===== src/hw/ray_pkg.sv =====
`default_nettype none

package ray_pkg;

    // unsigned Q8.8 fixed point
    localparam int FRAC_BITS = 8;
    localparam int COORD_W = 10;

    typedef logic [15:0] fix_t;
    typedef logic [COORD_W-1:0] coord_t;

    // frame buffer pixel, 3-4-3 bit split
    typedef struct packed {
        logic [2:0] red;
        logic [3:0] green;
        logic [2:0] blue;
    } color_t;

    // one slot of the march loop
    typedef struct packed {
        logic   valid;
        coord_t pixel_x;
        coord_t pixel_y;
        // height above the ground plane, also the scene distance
        fix_t   height;
        // height lost per unit of travelled distance
        fix_t   descent;
        fix_t   depth;
        logic   hit;
        logic   max_depth;
    } ray_t;

    typedef struct packed {
        logic [3:0] red_shift;
        logic [3:0] green_shift;
        logic [3:0] blue_shift;
        logic [3:0] fog_shift;
        logic       red_enable;
        logic       green_enable;
        logic       blue_enable;
        logic       fog_enable;
    } shade_cfg_t;

endpackage

`default_nettype wire

===== src/hw/ray_shader.sv =====
`default_nettype none

module ray_shader (
    input  wire ray_pkg::ray_t      i_ray,
    input  wire ray_pkg::shade_cfg_t i_shade,
    output logic                    o_write,
    output ray_pkg::coord_t         o_write_x,
    output ray_pkg::coord_t         o_write_y,
    output ray_pkg::color_t         o_color
);

    logic show;
    logic [7:0] fog;
    logic [7:0] red;
    logic [7:0] green;
    logic [7:0] blue;

    // low byte of the integer part of depth scaled by 2^shift
    function automatic logic [7:0] scaled_depth(input ray_pkg::fix_t depth,
                                                input logic [3:0] shift);
        logic [31:0] scaled;
        scaled = {16'b0, depth} << shift;
        return scaled[ray_pkg::FRAC_BITS+7:ray_pkg::FRAC_BITS];
    endfunction

    function automatic logic [7:0] shade_channel(input logic [7:0] raw,
                                                 input logic enable,
                                                 input logic visible,
                                                 input logic fog_enable,
                                                 input logic [7:0] fog_value);
        logic [7:0] value;
        value = (enable && visible) ? raw : 8'd0;
        // fog darkens with distance, never below black
        if (fog_enable) begin
            value = (fog_value < value) ? value - fog_value : 8'd0;
        end
        return value;
    endfunction

    assign o_write = i_ray.valid && (i_ray.hit || i_ray.max_depth);
    assign o_write_x = i_ray.pixel_x;
    assign o_write_y = i_ray.pixel_y;

    // rays that ran out of distance stay black
    assign show = i_ray.hit && !i_ray.max_depth;
    assign fog = scaled_depth(i_ray.depth, i_shade.fog_shift);

    assign red = shade_channel(scaled_depth(i_ray.depth, i_shade.red_shift),
                               i_shade.red_enable, show, i_shade.fog_enable, fog);
    assign green = shade_channel(scaled_depth(i_ray.depth, i_shade.green_shift),
                                 i_shade.green_enable, show, i_shade.fog_enable, fog);
    assign blue = shade_channel(scaled_depth(i_ray.depth, i_shade.blue_shift),
                                i_shade.blue_enable, show, i_shade.fog_enable, fog);

    assign o_color.red = red[7:5];
    assign o_color.green = green[7:4];
    assign o_color.blue = blue[7:5];

endmodule

`default_nettype wire


===== config.mk =====
export PLATFORM = sky130hd
export DESIGN_NAME = ray_shader
export DESIGN_NICKNAME = d
export VERILOG_FILES = /design/src/hw/ray_pkg.sv /design/src/hw/ray_shader.sv
export SDC_FILE = /design/constraint.sdc
export NUM_CORES = 1
export LEC_CHECK = 0
export BUFFER_PORTS_ARGS = -buffer_cell sky130_fd_sc_hd__buf_2
export CAP_MARGIN = 20
export CORE_UTILIZATION = 54
export DETAILED_ROUTE_END_ITERATION = 12
export PLACE_DENSITY = 0.91
export SYNTH_ARGS = -nofsm -noshare
export SYNTH_HDL_FRONTEND = slang
export SYNTH_SLANG_ARGS = --single-unit

===== constraint.sdc =====
create_clock -name vclk -period 7.79
set_clock_uncertainty 0.2 [all_clocks]
set_input_delay 2.337 -clock vclk [all_inputs]
set_output_delay 2.337 -clock vclk [all_outputs]
set_load 0.01 [all_outputs]

==> impl_metrics.py <==
metrics = {
    "layout": {
        "mostFrequentLayoutCell": "mux2i_1",
        "multiInputGateArea_sq_um": 3090,
        "seq_cells": 0,
        "drive_above_1_share": 0.305,
        "n_clock_buffer": 0,
        "diodes": 0,
        "final_cell_mix": "mux2i_1 (53), buf_2 (48), nor2_1 (42)",
        "syn2layout_area_growth_pct": 3.76,
        "fin_nets": 546,
        "nFillCells": 551,
        "seqCellArea_sq_um": 0,
    },
    "worst_setup_path": {
        "cp_data_required_time_ns": 5.25,
        "cp-start-kind": "input port",
        "crit_path_start": "i_shade[13]",
        "crit_fanout": 10,
        "cpPeakStageDelay_ns": 0.55,
        "cp.arrival_ns": 5.12,
        "path_cells": "buf_2, mux4_2, mux2i_2, nor2_1, a21oi_1, nor2_1, ha_1, a21oi_1, a21oi_2, o31ai_4, buf_4, o221ai_1, buf_2",
        "critical_path_class": "input port to output pin",
        "critical-path-slowest-cell": "mux4_2",
        "critPathCaptureType": "output pin",
    },
    "power": {
        "pwr-share-comb": 1.000,
        "ir_worst_vdd_uv": 53.0,
        "clockPowerShare": 0,
        "powerDensity_nw_per_um2": 69.4,
        "seq_power_share": 0,
        "p_sw_mw": 0.137,
        "netSwitchingFraction": 0.543,
        "cell_internal_pwr_mw": 0.115,
        "p_leak_nw": 1.61,
    },
    "floorplan": {
        "chipHeight_um": 82.5,
        "start_util": 0.574,
        "num_io_pins": 122,
        "die-area_sq_um": 6800,
        "fp.dieW_um": 82.5,
        "rows": 28,
        "core_sq_um": 6100,
    },
    "min_path": {
        "hold_start": "i_ray[61]",
        "hp-class": "input port to output pin",
    },
    "run_status": {
        "status": "complete, no violations",
    },
    "synthesis": {
        "seq_area_frac_synth": 0,
        "synth_area_per_cell_sq_um": 8.37,
        "syn_inst": 418,
        "synth_cell_types": 46,
        "syn_nets": 533,
        "syn_area_sq_um": 3500,
        "ys_warn_count": 0,
    },
    "global_routing": {
        "grt_pass1_vias": 3126,
        "grt_overflow": 0,
        "grt_pass1_wl_mm": 15.1,
        "antenna_found_initial": 0,
        "grt_max_degree": 17,
        "grt_usage": 0.284,
    },
    "routing": {
        "ant_nets": 0,
        "drtPass1Iterations": 5,
        "drt_iter0_drc": 271,
        "wirelength_mm": 9.55,
        "routedWlPerCell_um": 18.9,
        "vias": 3464,
        "drc": 0,
        "avgViaCountPerCell": 6.87,
    },
    "sta": {
        "fmax_mhz": 131,
        "holdWs_ns": 4.47,
        "rsz0062_at_grt": "false",
        "setup_violations": 0,
        "tns_ns": 0,
        "maxSlewViolCount": 0,
        "tightest_slew_ns": 0.413,
        "period_minus_slack_ns": 7.65,
        "finalCritPeriodShare": 0.982,
        "relSlewSlack": 0.724,
        "hold_viol_final": 0,
    },
    "clock_network": {
        "post_cts_buffers": 0,
        "hold_buffers": 0,
    },
    "place": {
        "port_buffers": 50,
        "place_congestion": 0.939,
        "dp_hpwl_mm": 7.34,
    },
    "flow_run": {
        "drv_cap": 0,
    },
}
[power by group through the flow]
| stage | registers [mW] | logic [mW] | clock network (mW) |
|---|---|---|---|
| 6_report | 0 | 0.252 | 0 |
| 3_5_place_dp | 0 | 0.241 | 0 |
| 3_3_place_gp | 0 | 0.231 | 0 |
| 2_1_floorplan | 0 | 0.194 | 0 |
| 5_1_grt | 0 | 0.272 | 0 |
| 4_1_cts | 0 | 0.242 | 0 |
[worst max-delay path, delay by kind of cell]
family	cells	cell delay, ns
compound gates	5	0.90
fa+ha+maj	1	0.37
buf+inv	3	0.57
mux	2	0.79
simple gates	2	0.14
[stage by stage]
step | cell area (sq um) | worst slack, ns | std cells | utilization | power [mW]
final | 3630 | 0.137 | 504 | 0.595 | 0.252
after global routing | 3630 | 0.000917 | 504 | 0.595 | 0.272
after CTS | 3570 | 0.0318 | 504 | 0.586 | 0.242
after detailed placement | 3570 | -0.116 | 504 | 0.586 | 0.241
after global placement | 3570 | -0.0410 | 504 | 0.586 | 0.231
after floorplan | 3500 | 0.136 | 418 | - | 0.194
[cells in the mapped netlist, drive strengths merged (4+ instances only)]
cell | n | area share
a211oi | 10 | 0.027
a21o | 6 | 0.013
a21oi | 31 | 0.044
a31oi | 5 | 0.0089
and2 | 5 | 0.0089
buf | 49 | 0.10
clkbuf | 12 | 0.021
ha | 24 | 0.086
inv | 6 | 0.0064
mux2 | 6 | 0.019
mux2i | 54 | 0.15
mux4 | 35 | 0.23
nand2 | 36 | 0.039
nand2b | 8 | 0.014
nand3 | 4 | 0.0057
nand4 | 6 | 0.011
nor2 | 43 | 0.046
nor2b | 9 | 0.016
o21ai | 19 | 0.027
o22ai | 9 | 0.023
o2bb2ai | 4 | 0.010
o31ai | 4 | 0.0086
xnor2 | 7 | 0.018
[final cells by class]
class | instances | share of cell area
inverter | 6 | 0.00621
tap | 75 | 0.0259
timing repair buffer | 72 | 0.117
multi-input combinational | 351 | 0.851
[kinds of logic after synthesis]
group | count (synthesis) | share of synthesized area
buf+inv | 67 | 0.131
mux | 95 | 0.401
fa+ha+maj | 24 | 0.0859
compound gates | 104 | 0.200
simple gates | 121 | 0.164
xor+xnor | 7 | 0.0175
[routing by layer]
| metal | vias up | GRT usage | wire, um |
|---|---|---|---|
| met4 | 0 | 0.0649 | 108 |
| met3 | 17 | 0.0187 | 891 |
| li1 | 1602 | - | - |
| met5 | - | 0 | 0 |
| met1 | 1623 | 0.398 | 4030 |
| met2 | 222 | 0.477 | 4520 |
[final timing paths]
| path | to | cells past startpoint | slack (ns) |
|---|---|---|---|
| worst min-delay path | o_write_x[1] | 0 | 4.47 |
| worst max-delay path | o_color[3] | 13 | 0.14 |
[repair_timing]
action                                  4_1_cts  5_1_grt
gates resized for setup                       1       15
endpoints found under the setup margin        5        9
pin swaps                                     0        1
Note: power is estimated with default switching activity, not from simulation.
