### src/hw/ray_pkg.sv
`default_nettype none

package ray_pkg;

    // unsigned Q8.8 fixed point
    localparam int FRAC_BITS = 8;
    localparam int COORD_W = 10;

    typedef logic [15:0] fix_t;
    typedef logic [COORD_W-1:0] coord_t;

    // frame buffer pixel, 3-4-3 bit split
    typedef struct packed {
        logic [2:0] red;
        logic [3:0] green;
        logic [2:0] blue;
    } color_t;

    // one slot of the march loop
    typedef struct packed {
        logic   valid;
        coord_t pixel_x;
        coord_t pixel_y;
        // height above the ground plane, also the scene distance
        fix_t   height;
        // height lost per unit of travelled distance
        fix_t   descent;
        fix_t   depth;
        logic   hit;
        logic   max_depth;
    } ray_t;

    typedef struct packed {
        logic [3:0] red_shift;
        logic [3:0] green_shift;
        logic [3:0] blue_shift;
        logic [3:0] fog_shift;
        logic       red_enable;
        logic       green_enable;
        logic       blue_enable;
        logic       fog_enable;
    } shade_cfg_t;

endpackage

`default_nettype wire
### src/hw/ray_stage.sv
`default_nettype none

module ray_stage #(
    parameter ray_pkg::fix_t EPSILON  = 16'h0010,
    parameter ray_pkg::fix_t MAX_DIST = 16'h3200
) (
    input  wire                clk,
    input  wire                reset,
    input  wire ray_pkg::ray_t i_ray,
    output ray_pkg::ray_t      o_ray
);

    localparam int FIX_W = $bits(ray_pkg::fix_t);
    localparam int PROD_W = 2 * FIX_W;
    localparam int STEP_W = PROD_W - ray_pkg::FRAC_BITS;

    logic active_in;

    // first cycle registers
    ray_pkg::ray_t stage_ray;
    logic stage_hit;
    logic [PROD_W-1:0] stage_prod;

    // second cycle decisions
    logic stage_active;
    logic [FIX_W:0] depth_sum;
    ray_pkg::fix_t new_depth;
    logic new_max;
    logic [STEP_W-1:0] step_full;
    ray_pkg::fix_t new_height;

    assign active_in = i_ray.valid && !i_ray.hit && !i_ray.max_depth;

    // distance to the plane is the ray height
    always_ff @(posedge clk) begin
        if (reset) begin
            stage_ray.valid <= 1'b0;
        end else begin
            stage_ray <= i_ray;
        end
        stage_hit <= active_in && (i_ray.height < EPSILON);
        stage_prod <= PROD_W'(i_ray.height) * PROD_W'(i_ray.descent);
    end

    assign stage_active = stage_ray.valid && !stage_ray.hit && !stage_ray.max_depth;

    // depth saturates at all ones
    assign depth_sum = {1'b0, stage_ray.depth} + {1'b0, stage_ray.height};
    assign new_depth = depth_sum[FIX_W] ? '1 : depth_sum[FIX_W-1:0];
    assign new_max = (new_depth >= MAX_DIST);

    // height drop for this step, clamped at the plane
    assign step_full = stage_prod[PROD_W-1:ray_pkg::FRAC_BITS];
    assign new_height = (step_full >= STEP_W'(stage_ray.height)) ? '0 :
                        stage_ray.height - ray_pkg::fix_t'(step_full);

    always_ff @(posedge clk) begin
        if (reset) begin
            o_ray.valid <= 1'b0;
        end else begin
            o_ray <= stage_ray;
            if (stage_active) begin
                o_ray.hit <= stage_hit;
                o_ray.max_depth <= new_max;
                // a finished ray keeps the position where it stopped
                if (!stage_hit && !new_max) begin
                    o_ray.height <= new_height;
                    o_ray.depth <= new_depth;
                end
            end
        end
    end

endmodule

`default_nettype wire

### config.mk
export PLATFORM = sky130hd
export DESIGN_NAME = ray_stage
export DESIGN_NICKNAME = d
export VERILOG_FILES = /design/src/hw/ray_pkg.sv /design/src/hw/ray_stage.sv
export SDC_FILE = /design/constraint.sdc
export NUM_CORES = 1
export LEC_CHECK = 0
export BUFFER_PORTS_ARGS = -buffer_cell sky130_fd_sc_hd__buf_2
export CAP_MARGIN = 10
export CELL_PAD_IN_SITES_DETAIL_PLACEMENT = 1
export CELL_PAD_IN_SITES_GLOBAL_PLACEMENT = 1
export CORE_MARGIN = 2
export CORE_UTILIZATION = 53
export DETAILED_ROUTE_END_ITERATION = 7
export PLACE_DENSITY_LB_ADDON = 0.1
export RECOVER_POWER = 50
export SLEW_MARGIN = 20
export SYNTH_ARGS = -nofsm -noshare
export SYNTH_HDL_FRONTEND = slang
export SYNTH_SLANG_ARGS = --single-unit
### constraint.sdc
create_clock -name clk -period 17.2 [get_ports clk]
set_clock_uncertainty 0.1 [all_clocks]
set_input_delay 3.44 -clock clk [delete_from_list [all_inputs] [get_ports clk]]
set_output_delay 3.44 -clock clk [all_outputs]
set_load 0.005 [all_outputs]
==> flow_summary.ini, run 1 <==
[yosys]
syn-num-nets = 1853
synth_ff_type = edfxtp_1
synthCells = 1437
synth_compound_area_share_pct = 6.856
ys_seq_area_share_pct = 30.99
synth_area_um2 = 15310
ys_async_sr_fraction_pct = 0
synth_fa_ha_area_share_pct = 37.59
ys_types = 57
synth_edf_count = 140
synth.area.mux_share_pct = 1.430
syn-mean-instance-area_um2 = 10.65
ys_warn_count = 0
synthSimpleGateAreaFrac_pct = 12.83
ys_seq_elements = 167
synth_top_family_by_area = adder cells
yosys.area_share.xor_xnor_pct = 2.517

[worst_hold_path]
hold_path.class = reg -> reg
worstHoldStart = stage_ray[54]
whs_path_depth = 0
min_to = o_ray[54]

[clocking]
cts_made_buffers = 17
root_buffer = clkbuf_16
cts_buffer_depth = 2
clock-sinks = 167
clk_pin_slew_ns = 0.07
insertion_delay_ns = 0.44
cts_max_level = 4
ctsHoldBuffers = 0
cts_tree = built
post_cts_resized = 0
post_cts_buffers = 0

[floorplanning]
row_count = 62
start_util_pct = 53.63
die_w_um = 174.0
ios = 144
dieArea_um2 = 30260
die_y_um = 174.0
core_um2 = 28550

[route]
final_antenna_net_count = 0
routed_wl_um = 37400
vias = 10553
wl_per_cell_um = 19.08
drc = 0
firstDrtPassIters = 5
drt_iter0_drc = 527
vias_per_cell = 5.384

[flow_run]
max_cap_violations = 2

[timing]
period_needed_ns = 10.03
tightest_slew_ns = 2.864
max_freq_mhz = 99.75
finalSetupTns_ns = 0
rsz0062_at_grt = false
whs_ns = 0.3189
fin_crit_sh_pct = 58.29
maxSlewViolCount = 86
slew_headroom_pct = -92.00
setup_viol = 0
finalWorstSetupSlack_ns = 7.175
hold_viol = 0

[setup_path]
r2r_slack_ns = 11.63
start_kind = primary input
worstSetupEndpointType = flop
crit_fanout = 18
r2r_start = stage_ray[39]
worstRegToRegCells = 10
regToRegEndpoint = o_ray[40]
crit_required_ns = 17.46
crit_arrival_ns = 10.29
critPathKind = in -> reg

[finish]
multi_input_area_um2 = 9363
seqCellArea_um2 = 4745
nFillCells = 3128
layout_commonest_cell = inv_1
antenna_cells = 0
fin_nets = 1979
final_cell_mix = 273 x inv_1, 195 x fa_1, 167 x nand2_1
layout-drive-gt1-share_pct = 9.835
area_delta_synth_final_pct = 10.16
post-route-util_pct = 59.08

[placement]
gp_congestion = 0.8550
buffer_ports.inserted = 143
hpwl_um = 28960
dp_slack_ns = 7.249

[global_routing]
antenna_found_initial = 0
grtUsageTotal_pct = 25.73
overflow = 0
grt_max_degree = 75
grt_pass1_wl_um = 60830
grt_pass1_vias = 11776

[power_and_ir_drop]
p_leak_uw = 0.007902
ir_worst_vdd_mv = 0.1352
p_per_area_nw_per_um2 = 177.9

[status]
violations = capacitance limit, slew limit
status = finished with violations
[routing by layer]
| layer | share of wire [%] | wire, um | track usage [%] |
|---|---|---|---|
| met5 | 0 | 0 | 0 |
| met4 | 2.1 | 798 | 8.123 |
| met3 | 4.0 | 1513 | 3.696 |
| met2 | 52 | 19420 | 46.36 |
| met1 | 42 | 15670 | 31.99 |
[Yosys cell counts, types with 3 or more instances]
master | count | area share, %
o31ai_1 | 3 | 0.15
o21ai_1 | 4 | 0.13
fa_1 | 195 | 25
o31a_1 | 4 | 0.23
o211ai_1 | 5 | 0.25
a32o_1 | 10 | 0.65
or3_1 | 5 | 0.20
nand3_1 | 6 | 0.20
inv_1 | 274 | 6.7
nor2b_1 | 12 | 0.49
nor2_1 | 36 | 0.88
o21ai_0 | 25 | 0.82
and4_1 | 4 | 0.23
nand2b_1 | 13 | 0.53
xor2_1 | 12 | 0.69
nor3_1 | 14 | 0.46
a21oi_1 | 40 | 1.3
mux2i_1 | 5 | 0.33
and3_1 | 3 | 0.12
edfxtp_1 | 140 | 27
or2_2 | 3 | 0.12
xnor2_1 | 32 | 1.8
clkbuf_1 | 35 | 0.86
ha_1 | 148 | 12
nor4_1 | 5 | 0.20
mux2_1 | 13 | 0.96
a211oi_1 | 4 | 0.20
a31oi_1 | 5 | 0.20
a31o_2 | 3 | 0.17
o21a_1 | 11 | 0.54
buf_4 | 3 | 0.15
o21bai_1 | 7 | 0.34
and2_1 | 116 | 4.7
a21o_1 | 17 | 0.83
nand4_1 | 5 | 0.20
dfxtp_1 | 27 | 3.5
nand2_1 | 167 | 4.1
[logic make-up (layout without fill, tap and decap cells)]
family | Yosys count | in the layout
XOR/XNOR | 44 | 44
AND/OR/NAND/NOR | 395 | 395
multiplexers | 20 | 20
AO/OA/AOI/OAI | 154 | 154
flip-flops | 167 | 167
adder cells (fa/ha/maj) | 343 | 343
buffers and inverters | 314 | 453
[layout make-up]
class	count	area share (%)
well taps	384	2.849
multi-input cells	956	55.51
inverters	274	6.105
flip-flops and latches	167	28.13
repair buffers	147	4.147
clock buffers	18	2.545
clock inverters	14	0.7122
[sequential cells by signal, summed over array words and instances, names as in the netlist]
signal,count
o_ray,71
stage_ray,71
stage_prod,24
stage_hit,1
[power by group]
group	total, uW	internal [uW]	leakage (uW)	switching (uW)
combinational	2090	889	0.00603	1200
clock	356	189	0.000275	167
sequential	557	531	0.00160	26.3
total	3000	1610	0.00790	1390
[through the flow]
| stage | cell area, um2 | power [uW] | cells |
|---|---|---|---|
| CTS | 16930 | 3040 | 1960 |
| global placement | 16380 | 2568 | 1928 |
| finish | 16870 | 3001 | 1960 |
| global route | 16870 | 3336 | 1960 |
| detailed placement | 16380 | 2655 | 1928 |
| floorplan | 15310 | 2141 | 1437 |
[worst max path at each step]
stage / startpoint / to / cells after the start
4_1_cts: i_ray[39] / stage_prod[25] / 22
2_1_floorplan: i_ray[27] / stage_prod[24] / 22
3_3_place_gp: i_ray[39] / stage_prod[24] / 22
5_1_grt: i_ray[39] / stage_prod[24] / 22
3_5_place_dp: i_ray[39] / stage_prod[25] / 22
6_report: i_ray[39] / stage_prod[25] / 22
[worst max-delay path, cell delays in order]
cell,delay (ns)
clkbuf_1,0.89
nand2_1,0.21
fa_1,0.58
inv_1,0.05
fa_1,0.51
inv_1,0.05
fa_1,0.49
inv_1,0.06
fa_1,0.50
fa_1,0.54
inv_1,0.06
fa_1,0.54
inv_1,0.05
ha_1,0.36
nand4_1,0.13
or2_2,0.31
o32a_1,0.39
a21oi_1,0.33
nor2_1,0.16
o21ai_0,0.31
a21o_1,0.21
o2bb2ai_1,0.12
Note: power is estimated with default switching activity, not from simulation.
==> run 2: changes to the inputs <==
Settings changed: CORE_UTILIZATION 53 to 44.
Clock period 17.2 ns to 8.4 ns, I/O delays scaled along.
==> run 2 against run 1 <==
- the flow still finishes with violations (capacitance limit, slew limit)
- first-iteration DRC count is 27% lower
- count of clock-buffer cells in the layout shrank 1
- wire length grew 2.4%
- sequential share of layout area shrank 0.36 points
- critical path depth is 2 lower
- final area increased by 1.3%
- setup slack worse by 6.6 ns
- sequential power is 100% higher
- clock power grew 120%
- worst hold slack lost 0.00094 ns
- cell count up 4.0%
- critical endpoint unchanged
- largest cell class unchanged
- largest power group unchanged
==> flow_summary.ini, run 2 (same netlist as run 1, synthesis figures left out) <==
[setup_path]
cpMostUsedCell = fa_1
crit_arrival_ns = 8.08
start_kind = primary input
worstSetupEndpointType = flop
cpMaxStageDelayCell = clkbuf_1
critPathKind = in -> reg
crit_required_ns = 8.66
crit_fanout = 17
path_cells = clkbuf_1 > nand2_1 > fa_1 > fa_1 > fa_1 > fa_1 > inv_1 > fa_1 > inv_1 > fa_1 > inv_1 > ha_1 > nand4_1 > or2_2 > o32a_1 > a21oi_1 > nor2_1 > o21ai_0 > a21o_1 > o2bb2ai_1
max_stage_delay_ns = 0.70
r2r_slack_ns = 4.26

[floorplanning]
dieArea_um2 = 36310
start_util_pct = 44.54
row_count = 68
core_um2 = 34370
ios = 144
die_w_um = 190.5
die_y_um = 190.5

[clocking]
clock-sinks = 167
root_buffer = clkbuf_16
cts_max_level = 4
cts_tree = built
post_cts_resized = 0
insertion_delay_ns = 0.44
ctsHoldBuffers = 0
clk_pin_slew_ns = 0.07
post_cts_buffers = 0
cts_made_buffers = 17
cts_buffer_depth = 2

[finish]
antenna_cells = 0
layout-drive-gt1-share_pct = 10.80
fin_nets = 1987
post-route-util_pct = 49.71
layout_commonest_cell = inv_1
area_delta_synth_final_pct = 11.60
final_cell_mix = 273 x inv_1, 195 x fa_1, 167 x nand2_1
top_regs = o_ray: 71 flops, stage_ray: 71 flops, stage_prod: 24 flops

[flow_run]
max_cap_violations = 1

[power_and_ir_drop]
p_seq_share_pct = 18.4
p_per_area_nw_per_um2 = 362.4
p_int_uw = 3328
ir_worst_vdd_mv = 0.3521
power.switching_uw = 2866
power.total_uw = 6193
clockPowerShare_pct = 12.6
power_frac_comb_pct = 69.0
swShare_pct = 46.27
p_leak_uw = 0.007975

[timing]
finalSetupTns_ns = 0
hold_viol = 0
setup_viol = 0
period_needed_ns = 7.814
slew_headroom_pct = -97.52
maxSlewViolCount = 69
fin_crit_sh_pct = 93.03
tightest_slew_ns = 2.947
rsz0062_at_grt = false
max_freq_mhz = 128.0

[status]
status = finished with violations
violations = capacitance limit, slew limit

[global_routing]
grt_pass1_vias = 11475
grt_util_met3_pct = 2.190
antenna_found_initial = 0
gr-usage-met2_pct = 38.62
grt.busiest_layer = met2
grt_max_degree = 74
grtUsageMet1_pct = 28.36
grt_pass1_wl_um = 61040
overflow = 0
grtUsageTotal_pct = 21.91

[route]
drc = 0
vias_per_cell = 5.120
final_antenna_net_count = 0
drt_iter0_drc = 387
vias = 10440
wl_per_cell_um = 18.79
routed_wl_um = 38310
firstDrtPassIters = 4

[worst_hold_path]
hold_path.class = reg -> reg

[placement]
buffer_ports.inserted = 143
hpwl_um = 30470
gp_congestion = 0.8385
## run 2: critical path, delay by kind of cell
kind | cells | cell delay, ns
and+or+nand+nor | 4 | 0.76
AOI/OAI and AO/OA | 5 | 1.33
buffers and inverters | 4 | 0.84
adders and majority gates | 7 | 3.45
## run 2: power groups by stage
stage / clock network, uW / registers (uW) / logic [uW]
after detailed placement: 0 / 1160 / 4290
after floorplan: 0 / 1140 / 3240
after CTS: 803 / 1140 / 4330
after global routing: 837 / 1150 / 4910
final: 783 / 1140 / 4270
after global placement: 0 / 1150 / 4200
## run 2: per-stage QoR
step	instances	area, um2	worst slack, ns	hold slack [ns]
2_1_floorplan	1437	15310	1.002	0.3003
3_3_place_gp	2007	16530	0.5557	0.3004
3_5_place_dp	2007	16530	0.3831	0.3052
4_1_cts	2039	17140	0.8305	0.3182
5_1_grt	2039	17090	0.2661	0.3267
6_report	2039	17090	0.5859	0.3180
## run 2: final cells by class
class                      count  area [um2]
sequential                   167        4745
tap                          455       569.3
inverter                     274        1030
timing repair buffer         155       762.0
multi-input combinational    956        9374
fill                        3866       17290
clock buffer                  17       425.4
clock inverter                15       182.7
## run 2: worst paths after layout
path | depth (start not counted) | endpoint | from
setup / recovery | 20 | stage_prod[25] | i_ray[20]
hold / removal | 0 | o_ray[58] | stage_ray[58]
setup reg to reg | 10 | o_ray[40] | stage_ray[35]
hold reg to reg | 0 | o_ray[58] | stage_ray[58]
## run 2: layer usage
metal	share of wire, %	vias up
met3	3.0	54
met2	50	184
met4	2.2	0
met5	0	-
li1	-	4879
met1	44	5323
==> run 3: changes to the inputs <==
==> constraint.sdc (replaced) <==
create_clock -name clk -period 8.4 [get_ports clk]
set_clock_uncertainty 0.1 [all_clocks]
set_input_delay 1.26 -clock clk [delete_from_list [all_inputs] [get_ports clk]]
set_output_delay 1.26 -clock clk [all_outputs]
set_load 0.005 [all_outputs]
==> run 3 against run 2 <==
- the flow still finishes with violations (capacitance limit, slew limit)
- worst hold slack worse by 0.013 ns
- non-clock buffer count fell by 6
- cell count is 0.29% lower
- largest power group unchanged
- power decreased by 0.20%
- setup slack better by 0.25 ns
- final area shrank 0.29%
- sequential power is essentially flat
- highest routed layer unchanged
- register-to-register slack hardly changed
- combinational power barely moved
- critical path type unchanged
==> flow_summary.ini, run 3 (same netlist as run 1, synthesis figures left out) <==
[status]
status = finished with violations
violations = capacitance limit, slew limit

[setup_path]
worstRegToRegCells = 10
critPathKind = in -> reg
crit_arrival_ns = 7.84
crit_required_ns = 8.67
start_kind = primary input
worstSetupEndpointType = flop
r2r_slack_ns = 4.27
crit_start = i_ray[44]
r2r_start = stage_ray[39]
regToRegEndpoint = o_ray[40]
crit_end = stage_prod[24]
crit_fanout = 18

[finish]
fin_area_um2 = 17040
nFillCells = 3879
final_cells = 2033
layout_commonest_cell = inv_1
top_regs = o_ray: 71 flops, stage_ray: 71 flops, stage_prod: 24 flops
post-route-util_pct = 49.57
layout-drive-gt1-share_pct = 9.949
fin_nets = 1981
antenna_cells = 0
final_cell_mix = 273 x inv_1, 195 x fa_1, 167 x nand2_1
area_delta_synth_final_pct = 11.28

[floorplanning]
core_um2 = 34370
row_count = 68
die_y_um = 190.5
dieArea_um2 = 36310
ios = 144
start_util_pct = 44.54
die_w_um = 190.5

[timing]
tightest_slew_ns = 2.960
max_freq_mhz = 132.1
finalSetupTns_ns = 0
hold_viol = 0
slew_headroom_pct = -98.45
period_needed_ns = 7.569
maxSlewViolCount = 69
rsz0062_at_grt = false
fin_crit_sh_pct = 90.10
setup_viol = 0

[clocking]
clk_pin_slew_ns = 0.08
post_cts_resized = 0
cts_made_buffers = 17
insertion_delay_ns = 0.45
cts_tree = built
root_buffer = clkbuf_16
ctsHoldBuffers = 0
post_cts_buffers = 0
cts_max_level = 4
cts_buffer_depth = 2
clock-sinks = 167

[route]
dr_wl_met3_um = 1364
met1_length_um = 16600
firstDrtPassIters = 4
drt_iter0_drc = 354
vias = 10404
final_antenna_net_count = 0
dr_wl_met2_um = 19040
wl_per_cell_um = 18.65
routed_wl_um = 37910
drc = 0
vias_per_cell = 5.118
routed.top_layer = met4

[global_routing]
grtUsageTotal_pct = 21.70
grt_pass1_wl_um = 60350
grt_pass1_vias = 11424
overflow = 0
grt_max_degree = 74
antenna_found_initial = 0

[power_and_ir_drop]
ir_worst_vdd_mv = 0.3029
p_leak_uw = 0.007926
p_per_area_nw_per_um2 = 362.8

[placement]
hpwl_um = 29890
placed_area_um2 = 16480
gp_congestion = 0.8438
dp_cells = 2001
buffer_ports.inserted = 143

[flow_run]
max_cap_violations = 1

[worst_hold_path]
hold_path.class = reg -> reg
run 3: changes by cell type in the layout (fill, tap and decap cells not counted):
cell,delta
clkbuf_1,+9
buf_2,-10
inv_6,-1
buf_4,-4
clkinv_4,+1
buf_1,-1
run 3: worst min-delay path by stage:
stage / to / slack, ns / from / depth (start not counted)
after floorplan: o_ray[18] / 0.30 / stage_ray[18] / 0
after global placement: o_ray[57] / 0.30 / stage_ray[57] / 0
after detailed placement: o_ray[54] / 0.31 / stage_ray[54] / 0
after CTS: o_ray[69] / 0.31 / stage_ray[69] / 0
after global routing: o_ray[69] / 0.31 / stage_ray[69] / 0
final: o_ray[69] / 0.31 / stage_ray[69] / 0
run 3: worst max-delay path: stages:
cell and delay [ns]:
clkbuf_1 0.89, and2_1 0.27, fa_1 0.42, inv_1 0.09, fa_1 0.42, fa_1 0.52, inv_1 0.05, fa_1 0.46
fa_1 0.54, inv_1 0.05, fa_1 0.54, inv_1 0.05, ha_1 0.37, nand4_1 0.13, or2_2 0.31, o32a_1 0.38
a21oi_1 0.31, nor2_1 0.15, o21ai_0 0.29, a21o_1 0.21, xnor2_1 0.12
run 3: final cells by class:
cell class | instances | area [um2] | share of cell area, %
Multi-Input combinational cell | 956 | 9374 | 55.02
Sequential cell | 167 | 4745 | 27.85
Inverter | 274 | 1030 | 6.044
Timing Repair Buffer | 149 | 711.9 | 4.179
Tap cell | 455 | 569.3 | 3.341
Clock buffer | 17 | 425.4 | 2.497
Clock inverter | 15 | 182.7 | 1.072
run 3: report_power, final:
part / total (uW) / internal (uW) / switching, uW / leakage (uW)
Combinational: 4260 / 1840 / 2420 / 0.00604
Clock: 786 / 401 / 385 / 0.000290
Sequential: 1140 / 1090 / 53.1 / 0.00160
Total: 6180 / 3320 / 2860 / 0.00793
run 3: layer usage:
layer	GRT usage (%)	vias up
met3	2.852	49
met4	6.977	0
met5	0	-
li1	-	4870
met2	38.38	190
met1	27.53	5295
run 3: stage by stage:
stage          total power, uW  hold slack (ns)  worst slack [ns]
3_3_place_gp              5354           0.3003            0.9653
5_1_grt                   6877           0.3055            0.4800
3_5_place_dp              5446           0.3052            0.8301
4_1_cts                   6282           0.3061             1.306
6_report                  6181           0.3052            0.8313
2_1_floorplan             4384           0.3003             1.422
