**config.mk**
```make
export PLATFORM = sky130hd
export DESIGN_NAME = pixel_scan
export DESIGN_NICKNAME = d
export VERILOG_FILES = /design/src/hw/ray_pkg.sv /design/src/hw/pixel_scan.sv
export SDC_FILE = /design/constraint.sdc
export NUM_CORES = 1
export LEC_CHECK = 0
export ABC_AREA = 1
export ABC_CLOCK_PERIOD_IN_PS = 8850
export BUFFER_PORTS_ARGS = -buffer_cell sky130_fd_sc_hd__buf_2
export CORE_MARGIN = 5
export CORE_UTILIZATION = 45
export CTS_CLUSTER_DIAMETER = 30
export DETAILED_ROUTE_END_ITERATION = 12
export HOLD_SLACK_MARGIN = 0.08
export PLACE_DENSITY_LB_ADDON = 0.05
export SYNTH_ARGS = -nofsm -noshare
export SYNTH_HDL_FRONTEND = slang
export SYNTH_SLANG_ARGS = --single-unit
```
**constraint.sdc**
```tcl
create_clock -name clk -period 8.85 [get_ports clk]
set_input_delay 1.77 -clock clk [delete_from_list [all_inputs] [get_ports clk]]
set_output_delay 1.77 -clock clk [all_outputs]
set_load 0.05 [all_outputs]
```
**src/hw/ray_pkg.sv**
```systemverilog
`default_nettype none

package ray_pkg;

    // unsigned Q8.8 fixed point
    localparam int FRAC_BITS = 8;
    localparam int COORD_W = 10;

    typedef logic [15:0] fix_t;
    typedef logic [COORD_W-1:0] coord_t;

    // frame buffer pixel, 3-4-3 bit split
    typedef struct packed {
        logic [2:0] red;
        logic [3:0] green;
        logic [2:0] blue;
    } color_t;

    // one slot of the march loop
    typedef struct packed {
        logic   valid;
        coord_t pixel_x;
        coord_t pixel_y;
        // height above the ground plane, also the scene distance
        fix_t   height;
        // height lost per unit of travelled distance
        fix_t   descent;
        fix_t   depth;
        logic   hit;
        logic   max_depth;
    } ray_t;

    typedef struct packed {
        logic [3:0] red_shift;
        logic [3:0] green_shift;
        logic [3:0] blue_shift;
        logic [3:0] fog_shift;
        logic       red_enable;
        logic       green_enable;
        logic       blue_enable;
        logic       fog_enable;
    } shade_cfg_t;

endpackage

`default_nettype wire
```
**src/hw/pixel_scan.sv**
```systemverilog
`default_nettype none

module pixel_scan #(
    parameter int SCREEN_WIDTH  = 32,
    parameter int SCREEN_HEIGHT = 24
) (
    input  wire                 clk,
    input  wire                 reset,
    input  wire                 i_start,
    input  wire ray_pkg::fix_t  i_eye_height,
    input  wire [7:0]           i_tilt_step,
    input  wire ray_pkg::ray_t  i_ray_back,
    output ray_pkg::ray_t       o_ray_head,
    output logic                o_done
);

    localparam ray_pkg::coord_t LAST_X = ray_pkg::coord_t'(SCREEN_WIDTH - 1);
    localparam ray_pkg::coord_t LAST_Y = ray_pkg::coord_t'(SCREEN_HEIGHT - 1);
    localparam ray_pkg::coord_t CENTER_Y = ray_pkg::coord_t'(SCREEN_HEIGHT / 2);
    localparam int CNT_W = $clog2(SCREEN_WIDTH * SCREEN_HEIGHT + 1);

    ray_pkg::coord_t scan_x;
    ray_pkg::coord_t scan_y;
    logic busy;
    logic scan_done;
    logic [CNT_W-1:0] in_flight;
    logic [CNT_W-1:0] in_flight_next;

    logic recirculate;
    logic retire;
    logic launch;
    ray_pkg::coord_t row_off;
    logic [ray_pkg::COORD_W+7:0] descent_full;

    // a ray still marching keeps its slot
    assign recirculate = i_ray_back.valid && !i_ray_back.hit && !i_ray_back.max_depth;
    assign retire = i_ray_back.valid && (i_ray_back.hit || i_ray_back.max_depth);
    assign launch = busy && !scan_done && !recirculate;

    // only rows below the screen center look down at the plane
    assign row_off = (scan_y > CENTER_Y) ? scan_y - CENTER_Y : '0;
    assign descent_full = row_off * i_tilt_step;

    always_comb begin
        case ({launch, retire})
            2'b10:   in_flight_next = in_flight + CNT_W'(1);
            2'b01:   in_flight_next = in_flight - CNT_W'(1);
            default: in_flight_next = in_flight;
        endcase
    end

    always_ff @(posedge clk) begin
        if (reset) begin
            busy <= 1'b0;
            scan_done <= 1'b0;
            scan_x <= '0;
            scan_y <= '0;
            in_flight <= '0;
            o_done <= 1'b0;
        end else begin
            in_flight <= in_flight_next;
            // frame ends once every launched ray has been written
            o_done <= busy && scan_done && (in_flight_next == '0);
            if (!busy) begin
                if (i_start) begin
                    busy <= 1'b1;
                    scan_done <= 1'b0;
                    scan_x <= '0;
                    scan_y <= '0;
                end
            end else if (scan_done && in_flight_next == '0) begin
                busy <= 1'b0;
            end
            if (launch) begin
                if (scan_x == LAST_X) begin
                    scan_x <= '0;
                    if (scan_y == LAST_Y) begin
                        scan_done <= 1'b1;
                    end else begin
                        scan_y <= scan_y + 1'b1;
                    end
                end else begin
                    scan_x <= scan_x + 1'b1;
                end
            end
        end
    end

    // head slot of the loop
    always_ff @(posedge clk) begin
        if (reset) begin
            o_ray_head.valid <= 1'b0;
        end else if (recirculate) begin
            o_ray_head <= i_ray_back;
        end else if (launch) begin
            o_ray_head.valid <= 1'b1;
            o_ray_head.pixel_x <= scan_x;
            o_ray_head.pixel_y <= scan_y;
            o_ray_head.height <= i_eye_height;
            o_ray_head.descent <= ray_pkg::fix_t'(descent_full);
            o_ray_head.depth <= '0;
            o_ray_head.hit <= 1'b0;
            o_ray_head.max_depth <= 1'b0;
        end else begin
            o_ray_head.valid <= 1'b0;
        end
    end

endmodule

`default_nettype wire

```
==> results of run 1 <==
==> how the worst min path moves through the flow <==
| stage | cells after the start | to | slack [ps] | start |
|---|---|---|---|---|
| after CTS | 2 | scan_x[5]$_SDFFE_PP0P_ | 470 | scan_x[5]$_SDFFE_PP0P_ |
| after global routing | 2 | scan_x[5]$_SDFFE_PP0P_ | 480 | scan_x[5]$_SDFFE_PP0P_ |
| final | 2 | scan_x[5]$_SDFFE_PP0P_ | 470 | scan_x[5]$_SDFFE_PP0P_ |
| after floorplan | 2 | scan_x[5]$_SDFFE_PP0P_ | 440 | scan_x[5]$_SDFFE_PP0P_ |
| after global placement | 2 | scan_x[8]$_SDFFE_PP0P_ | 450 | scan_x[8]$_SDFFE_PP0P_ |
| after detailed placement | 2 | scan_x[8]$_SDFFE_PP0P_ | 460 | scan_x[8]$_SDFFE_PP0P_ |
==> state kept, by name, indices dropped and copies added, names as in the netlist <==
| signal | count |
|---|---|
| scan_done | 1 |
| busy | 1 |
| scan_x | 10 |
| o_ray_head | 71 |
| in_flight | 10 |
| o_done | 1 |
| scan_y | 10 |
==> through the flow <==
step	total power [uW]	instance area, um^2	utilization
finish	1140	8990	0.542
global route	1200	8990	0.542
CTS	1160	8990	0.542
detailed placement	757	8690	0.524
global placement	756	8690	0.524
floorplan	697	7600	-
==> where the power goes <==
part	leakage (uW)	total, uW	internal, uW	switching [uW]
Clock	0.000143	397	199	198
Combinational	0.00335	195	56.0	139
Sequential	0.000948	551	542	8.51
Total	0.00444	1140	797	345
==> logic make-up after synthesis <==
kind of cell	count (synthesis)
xor+xnor	13
simple gates	447
compound gates	104
buf+inv	186
fa+ha+maj	94
other cells	1
flops	104
==> worst min-delay path: cells and delay by family, from the launching register on <==
family,cells,cell delay (ps)
DFF,1,310
and+or+nand+nor,1,60
AOI/OAI and AO/OA,1,50
==> final cells by class <==
cell class,count,share of cell area
clock buffer,9,0.0250
inverter,169,0.0708
multi-input combinational,660,0.459
sequential,104,0.309
clock inverter,7,0.00779
antenna,1,0.000278
timing repair buffer,172,0.0966
tap,220,0.0306
==> Yosys cell counts (11+ instances only) <==
cell type	instances
sky130_fd_sc_hd__dfxtp_1	34
sky130_fd_sc_hd__clkbuf_1	13
sky130_fd_sc_hd__ha_1	46
sky130_fd_sc_hd__nand3_1	41
sky130_fd_sc_hd__nor2_1	129
sky130_fd_sc_hd__nor3_1	11
sky130_fd_sc_hd__inv_1	153
sky130_fd_sc_hd__a21oi_1	38
sky130_fd_sc_hd__o21ai_0	41
sky130_fd_sc_hd__inv_2	11
sky130_fd_sc_hd__edfxtp_1	70
sky130_fd_sc_hd__fa_1	48
sky130_fd_sc_hd__xor2_1	11
sky130_fd_sc_hd__nand2_1	233
==> per-layer routing <==
layer / routed length (um) / vias to the layer above / GRT usage
met3: 1130 / 16 / 0.0314
met2: 8570 / 192 / 0.320
met4: 257 / 0 / 0.0510
met5: 0 / - / 0
li1: - / 3340 / -
met1: 9150 / 2883 / 0.276
==> results, run 1 <==
- The post-synthesis compound-gate area fraction was 0.0736.
- The cell area that synthesis handed to floorplanning was 0.00760 mm^2.
- The library cell used most frequently in the layout, excluding fill and tap cells, is sky130_fd_sc_hd__nand2_1.
- The most common cell type on the critical path is sky130_fd_sc_hd__fa_1.
- At the later pin of the worst-skew pair, clock insertion delay measures roughly 360 ps.
- The critical path goes through buf_2 > clkinv_1 > nor2_1 > fa_1 > fa_1 > fa_1 > inv_1 > fa_1 > inv_1 > ha_1 > a21oi_1 > o21ai_0 > a21oi_1 > o21ai_0 > or2_2 > nand3_1 > nand2_1.
- The clock-pin transition on the worst setup and hold timing paths is 70 ps.
- In this run the worst path has a maximum fanout of 9.
- The die boundary height is 140 um.
- The number of buffers inserted for hold repair after clock tree synthesis is 0.
- Tracing the worst setup path back leads to its startpoint at i_tilt_step[2].
- Of the total synthesized cell area, the portion taken by AND, OR, NAND and NOR gates is 0.250.
- The number of buffers between clock root and the deepest sink is 2.
- For this run, design rule violations remaining after detail routing come to 0.
- The total of cells resized after clock tree synthesis is 0.
- Routability-driven placement finished with a final weighted congestion of ~0.85.
- The share of layout cells above drive strength 1 is 0.197.
- The initial utilization of the core area, before any placement, comes to 0.458.
- The worst setup slack after layout is 3160 ps.
- The post-synthesis sequential area ratio is 0.366.
- The final setup violation count is 0.
- The total wire length is roughly 19 mm.
- The worst register-to-register path ends at o_ray_head[29]$_DFFE_PP_.
- The worst pin sits at a relative slew slack of 0.518.
- In this design, the stage delay of the slowest critical-path cell is between 500 and 600 ps.
- The leakage dissipation is between 0.004 and 0.005 uW.
- In the routed layout, each cell is associated on average with a via count of 4.79.
- The critical path depth in cells is 17.
- Measured in cells, the most critical reg-to-reg path has a length of 22.
- The worst setup path is captured at a flip-flop.
- The gate count of the mapped netlist is between 900 and 1000.
- The total I/O pin count is between 150 and 200.
- The critical path data required time is approximately 9000 ps.
- The worst clock skew on the final layout is between 10 and 15 ps.
- The overall fraction of global-route tracks in use is 0.197.
- The region available for standard cell placement spans roughly 0.017 mm^2.
- The number of placement rows is 47.
- Once placement completed, the tool counted placed cells totaling between 1000 and 1500.
- In this run the post-CTS setup repair buffer count came out at 0.
- The pin count of the biggest net entering global routing is 56.
- Of the total synthesized cell area, the portion taken by full adders, half adders and majority gates is 0.202.
- In the synthesized netlist the async set-or-reset flop fraction comes to 0.
- The final-layout setup total negative slack is 0 ps.
- Counting flops with a built-in enable in the synthesized netlist gives 70.
- The root buffer cell is sky130_fd_sc_hd__clkbuf_16.
- The number of pins with negative max-slew slack in the final report was 0.
- At the worst endpoint, the arrival time is roughly 5800 ps.
- The count of cells in the finished layout, fillers not included, comes to approximately 1300.
- The violation count after the first detailed-routing iteration is 400.
- The area taken by multi-input logic gates is 0.00413 mm^2.
- The number of port buffers is ~170.
- The path class of the tightest hold or removal check is flip-flop to flip-flop.
- Max-cap violations in this run came to 0.
- The first global-routing pass estimated between 30 and 40 mm of wire.
- In this run the remaining antenna-violating nets after routing total 0.
- The average instance in the mapped netlist occupies around 8 um^2.
- The nature of the critical path startpoint is an input port.
- CTS built an H-tree with a depth of 3.
- In the post-synthesis netlist, the biggest area contributors are sky130_fd_sc_hd__edfxtp_1 28%, sky130_fd_sc_hd__fa_1 13%, sky130_fd_sc_hd__nand2_1 12%, sky130_fd_sc_hd__dfxtp_1 9.0%, sky130_fd_sc_hd__ha_1 7.6%.
- The first TritonRoute pass finished after 5 iterations.
- The slack of the worst reg-to-reg path is between 3000 and 4000 ps.
- Timing would allow up to between 0.15 and 0.2 GHz.
- The biggest area consumer among synthesized cells is sky130_fd_sc_hd__edfxtp_1.
- The clock drives around 100 sinks.
- The clock period minus final worst setup slack is roughly 5700 ps.
- The overall die width is roughly 140 um.
- Relative to the synthesized area, the layout overhead comes to 18.3%.
- In this run, synthesis produced a sequential element count of 104.
- In the layout the commonest cells are 232 x sky130_fd_sc_hd__nand2_1, 169 x sky130_fd_sc_hd__buf_2, 152 x sky130_fd_sc_hd__inv_1.
- The Yosys step of the flow raised 0 warnings.
- The total number of vias is ~6400.
- On the final layout, the worst hold slack is 466 ps.
- The number of global-route vias before repair is roughly 6300.
- The share of synthesized area in the top cell type comes to 0.277.
- The wire-length estimate of the detail-placed layout is approximately 15 mm.
- The most used flip-flop cell after synthesis is sky130_fd_sc_hd__edfxtp_1.
- The kind of cell adding the most delay to the critical path is adder cells.
- The worst IR drop on VDD is ~0.087 mV.
- The critical setup path kind is input port to flip-flop.
- The buffering stage count on the worst path with inverters included is 4.
- The total CTS buffers is 9.
- After filler insertion, the fill cell instance count of the layout stands at between 1500 and 2000.
- TritonCTS built the clock tree.
- Setup repair after global routing left no endpoint under its margin.
- The average detailed-routed wire length per instance is roughly 14 um.
- Counting distinct cell types in the post-synthesis netlist gives 45.
- The area of the die is between 0.015 and 0.02 mm^2.
- The initial antenna violation count is 1.
- Following the worst setup path forward leads to its endpoint at o_ray_head[29]$_DFFE_PP_.
- For the pin with the worst max-slew slack, the measured transition is just over 700 ps.
- The flow ran to the end, and the final reports show no timing, DRC or antenna violations.
- The combinational family with the most area after synthesis is simple AND/OR/NAND/NOR gates.
- The number of hold-slack violations in the final timing report is 0.
- The pre-CTS worst setup slack is between 2000 and 3000 ps.
- The portion of synthesized area spent on multiplexers is 0.
- The combined flip-flop and latch cell area is between 0.002 and 0.003 mm^2.
- The net count of the finished layout is 1308.
- Of the total synthesized cell area, the portion taken by XOR and XNOR cells is 0.0150.
- The power per cell area is about 130 mW/mm^2.
- The worst-path cell with the longest stage delay is sky130_fd_sc_hd__fa_1.
- The final period utilization is 0.643.
- The startpoint identified for the worst register-to-register timing path is scan_y[3]$_SDFF_PP0_.
- The total congestion overflow after global routing is 0.
(Power assumes the default switching activity.)
==> run 2: changes to the inputs <==
ABC_CLOCK_PERIOD_IN_PS = 5600   (was 8850)
clock period = 5.6 ns   (was 8.85 ns; I/O delays follow)
==> results, run 2 (synthesis results as in run 1) <==
- The run finished with clean final reports.
- The post-detailed-route count of antenna-violating nets is 0.
- The leakage dissipation is about 0.0045 uW.
- The first-pass GRT wire length is roughly 31 mm.
- The number of levels in the clock H-tree is 3.
- The share of total power in combinational logic is 0.169.
- The total overflow left after global routing is 0.
- The total area inside the core boundary comes to roughly 0.017 mm^2.
- The type of destination of the critical path is a flip-flop.
- Subtracting the final worst setup slack from the clock period gives between 5000 and 6000 ps.
- The tightest slew margin relative to the limit is 0.248.
- The share of total power dissipated in the clock network is 0.350.
- The path class of the tightest hold or removal check is flip-flop to flip-flop.
- Entering global routing, the biggest net connects 48 pins.
- The number of hold-slack violations in the final timing report is 0.
- Row generation in the floorplan step produced 47 rows.
- The number of violations of the max-capacitance limit is 0.
- For the worst-skew pair, the clock arrives at the later sink with an insertion delay of between 300 and 400 ps.
- In this run the worst path has a maximum fanout of 8.
- Detailed placement finished with a half-perimeter wire length of 15.0 mm.
- In the final routing, the length of wire on met1 measures around 8.9 mm.
- The die is ~140 um tall.
- The pin slew with the least headroom to its limit is around 1100 ps.
- The final setup violation count is 0.
- The combined flip-flop and latch cell area is ~0.0028 mm^2.
- By startpoint and endpoint, the worst setup path is classified as flip-flop to flip-flop.
- The final layout contains routed wiring with a total length of roughly 19 mm.
- The violation count after the first detailed-routing iteration is 407.
- STA classifies the critical path startpoint as a flip-flop.
- The number of flip-flops in the largest register is between 70 and 80.
- The total number of vias is 6479.
- For this run, the detailed router's first-pass iteration total came to 5.
- The power per cell area is ~200 mW/mm^2.
- The final-layout setup total negative slack is 0 ps.
- The start point of the worst hold path is scan_x[5]$_SDFFE_PP0P_.
- The internal portion of total power is approximately 1300 uW.
- The repair_antennas step left the layout with diodes totalling 0.
- The routed design uses around 1.1 mm of met3 wire.
- The highest signal layer in the routed design is met4.
- The worst-case IR drop observed on VDD is 0.134 mV.
- In the final layout, the share of cells above drive strength 1 is 0.208.
- For hold timing, the worst endpoint is scan_x[5]$_SDFFE_PP0P_.
- For this run, the top clock speed supported by timing is 0.194 GHz.
- The critical path starts at scan_y[0]$_SDFF_PP0_.
- Leaving out fill and tap cells, the most frequent cells in the layout are 232 x sky130_fd_sc_hd__nand2_1, 169 x sky130_fd_sc_hd__buf_2, 147 x sky130_fd_sc_hd__inv_1.
- The final period utilization is 0.920.
- STA puts the critical path data required time at around 5700 ps.
- The number of sinks handled by clock tree synthesis is 104.
- The post-route DRC violation count is 0.
- The share of total power dissipated in sequential elements is 0.480.
- The placer's final routability congestion estimate is 0.880.
- The die covers approximately 0.020 mm^2.
- The CTS tree is done.
- Counting instances, the worst hold path has a depth of 2.
- The start of the worst register-to-register path is scan_y[0]$_SDFF_PP0_.
- The area taken by multi-input logic gates is around 0.0041 mm^2.
- The most common cell after layout, fill and taps aside is sky130_fd_sc_hd__nand2_1.
- The net count of the finished layout is 1312.
- The slack of the worst reg-to-reg path is 450 ps.
- The number of buffers between clock root and the deepest sink is 2.
- The switching power is 528 uW.
- Counting cells, the worst reg-to-reg path comes to 25.
- o_ray_head holds more flip-flops than any other register.
- The arrival time of the worst setup path is 5260 ps.
- The number of clock buffers added by TritonCTS is 9.
- The initial antenna violation count is 0.
- Setup repair after global routing left no endpoint under its margin.
- After filler insertion, the fill cell instance count of the layout stands at about 1600.
- The overall die width is approximately 140 um.
- The overall fraction of global-route tracks in use is 0.194.
- Wire segments on met2 add up to ~8.6 mm in the final route.
- On the final layout, the worst clock skew is between 10 and 15 ps.
- between 150 and 200 I/O pins were placed.
- The number of pins with negative max-slew slack in the final report is 0.
- The initial standard-cell utilization of the core is 0.458.
- Of the total power, the share spent switching nets is 0.292.
- The area growth from synthesis to layout is 18.9%.
- The number of buffers inserted for hold repair after clock tree synthesis is 0.
- Once layout is complete, the utilization of the core stands at 0.545.
- Clock-pin slew was measured on the worst setup and hold paths at roughly 80 ps.
- Using the TritonRoute via totals, the vias-per-cell ratio works out to ~4.8.
- Buffers placed on the I/O ports in this run total between 150 and 200.
- The number of global-route vias before repair came to around 6300.
- The tree is rooted in a sky130_fd_sc_hd__clkbuf_16.
- The terminus of the critical flop-to-flop path is o_ray_head[33]$_DFFE_PP_.
- Dividing the detail-routed wire length by the instance count gives 14.0 um.
run 2: per-stage QoR:
stage                     std cells  total power [uW]  hold slack (ps)  setup WS [ps]  cell area, um^2
after CTS                      1343              1840              469            260             9010
final                          1345              1810              468            446             9040
after global routing           1345              1900              480           46.1             9040
after floorplan                 950              1100              444            608             7610
after global placement         1327              1190              452            305             8710
after detailed placement       1327              1200              456            165             8710
run 2: final cells by class:
cell class / instances / area share
multi-input cells: 660 / 0.458
flip-flops and latches: 104 / 0.308
repair buffers: 176 / 0.0994
inverters: 169 / 0.0705
well taps: 220 / 0.0305
clock buffers: 11 / 0.0281
clock inverters: 5 / 0.00498
run 2: critical path, stage by stage (launching register included):
cell and delay [ps]:
sky130_fd_sc_hd__dfxtp_1 310, sky130_fd_sc_hd__inv_1 130, sky130_fd_sc_hd__ha_1 170, sky130_fd_sc_hd__nand2_1 50, sky130_fd_sc_hd__nand2_1 70, sky130_fd_sc_hd__nand2_1 80, sky130_fd_sc_hd__nor2_4 200, sky130_fd_sc_hd__nor2_1 100
sky130_fd_sc_hd__inv_1 220, sky130_fd_sc_hd__nor2_1 90, sky130_fd_sc_hd__fa_1 500, sky130_fd_sc_hd__inv_1 60, sky130_fd_sc_hd__fa_1 530, sky130_fd_sc_hd__inv_1 50, sky130_fd_sc_hd__fa_1 520, sky130_fd_sc_hd__inv_1 50
sky130_fd_sc_hd__fa_1 520, sky130_fd_sc_hd__inv_1 40, sky130_fd_sc_hd__ha_1 350, sky130_fd_sc_hd__nand2_1 110, sky130_fd_sc_hd__nor3_1 250, sky130_fd_sc_hd__nand3_1 120, sky130_fd_sc_hd__nand3_1 180, sky130_fd_sc_hd__nand2_1 70
sky130_fd_sc_hd__nand3_1 60, sky130_fd_sc_hd__nand2_1 50
run 2: power groups by stage:
| stage | Clock [uW] | Sequential (uW) | Combinational [uW] |
|---|---|---|---|
| after floorplan | 0 | 966 | 134 |
| after global placement | 0 | 887 | 308 |
| after detailed placement | 0 | 888 | 309 |
| after CTS | 655 | 870 | 310 |
| after global routing | 685 | 874 | 341 |
| final | 634 | 870 | 307 |
run 2: worst max-delay path by stage:
stage | slack (ps) | depth (start not counted) | to
floorplan | 610 | 16 | o_ray_head[29]$_DFFE_PP_
global placement | 300 | 17 | o_ray_head[29]$_DFFE_PP_
detailed placement | 160 | 17 | o_ray_head[29]$_DFFE_PP_
CTS | 260 | 22 | o_ray_head[29]$_DFFE_PP_
global route | 50 | 23 | o_ray_head[29]$_DFFE_PP_
finish | 450 | 25 | o_ray_head[33]$_DFFE_PP_
run 2: repair_timing:
item | 4_1_cts | 5_1_grt
hold endpoints to repair | 0 | 0
resized for setup | 0 | 11
buffers inserted | 0 | 2
setup endpoints to repair | 0 | 3
run 2: routing by layer:
metal / global-route usage / up-vias
met4: 0.0464 / 0
li1: - / 3353
met3: 0.0354 / 16
met5: 0 / -
met1: 0.269 / 2939
met2: 0.316 / 171
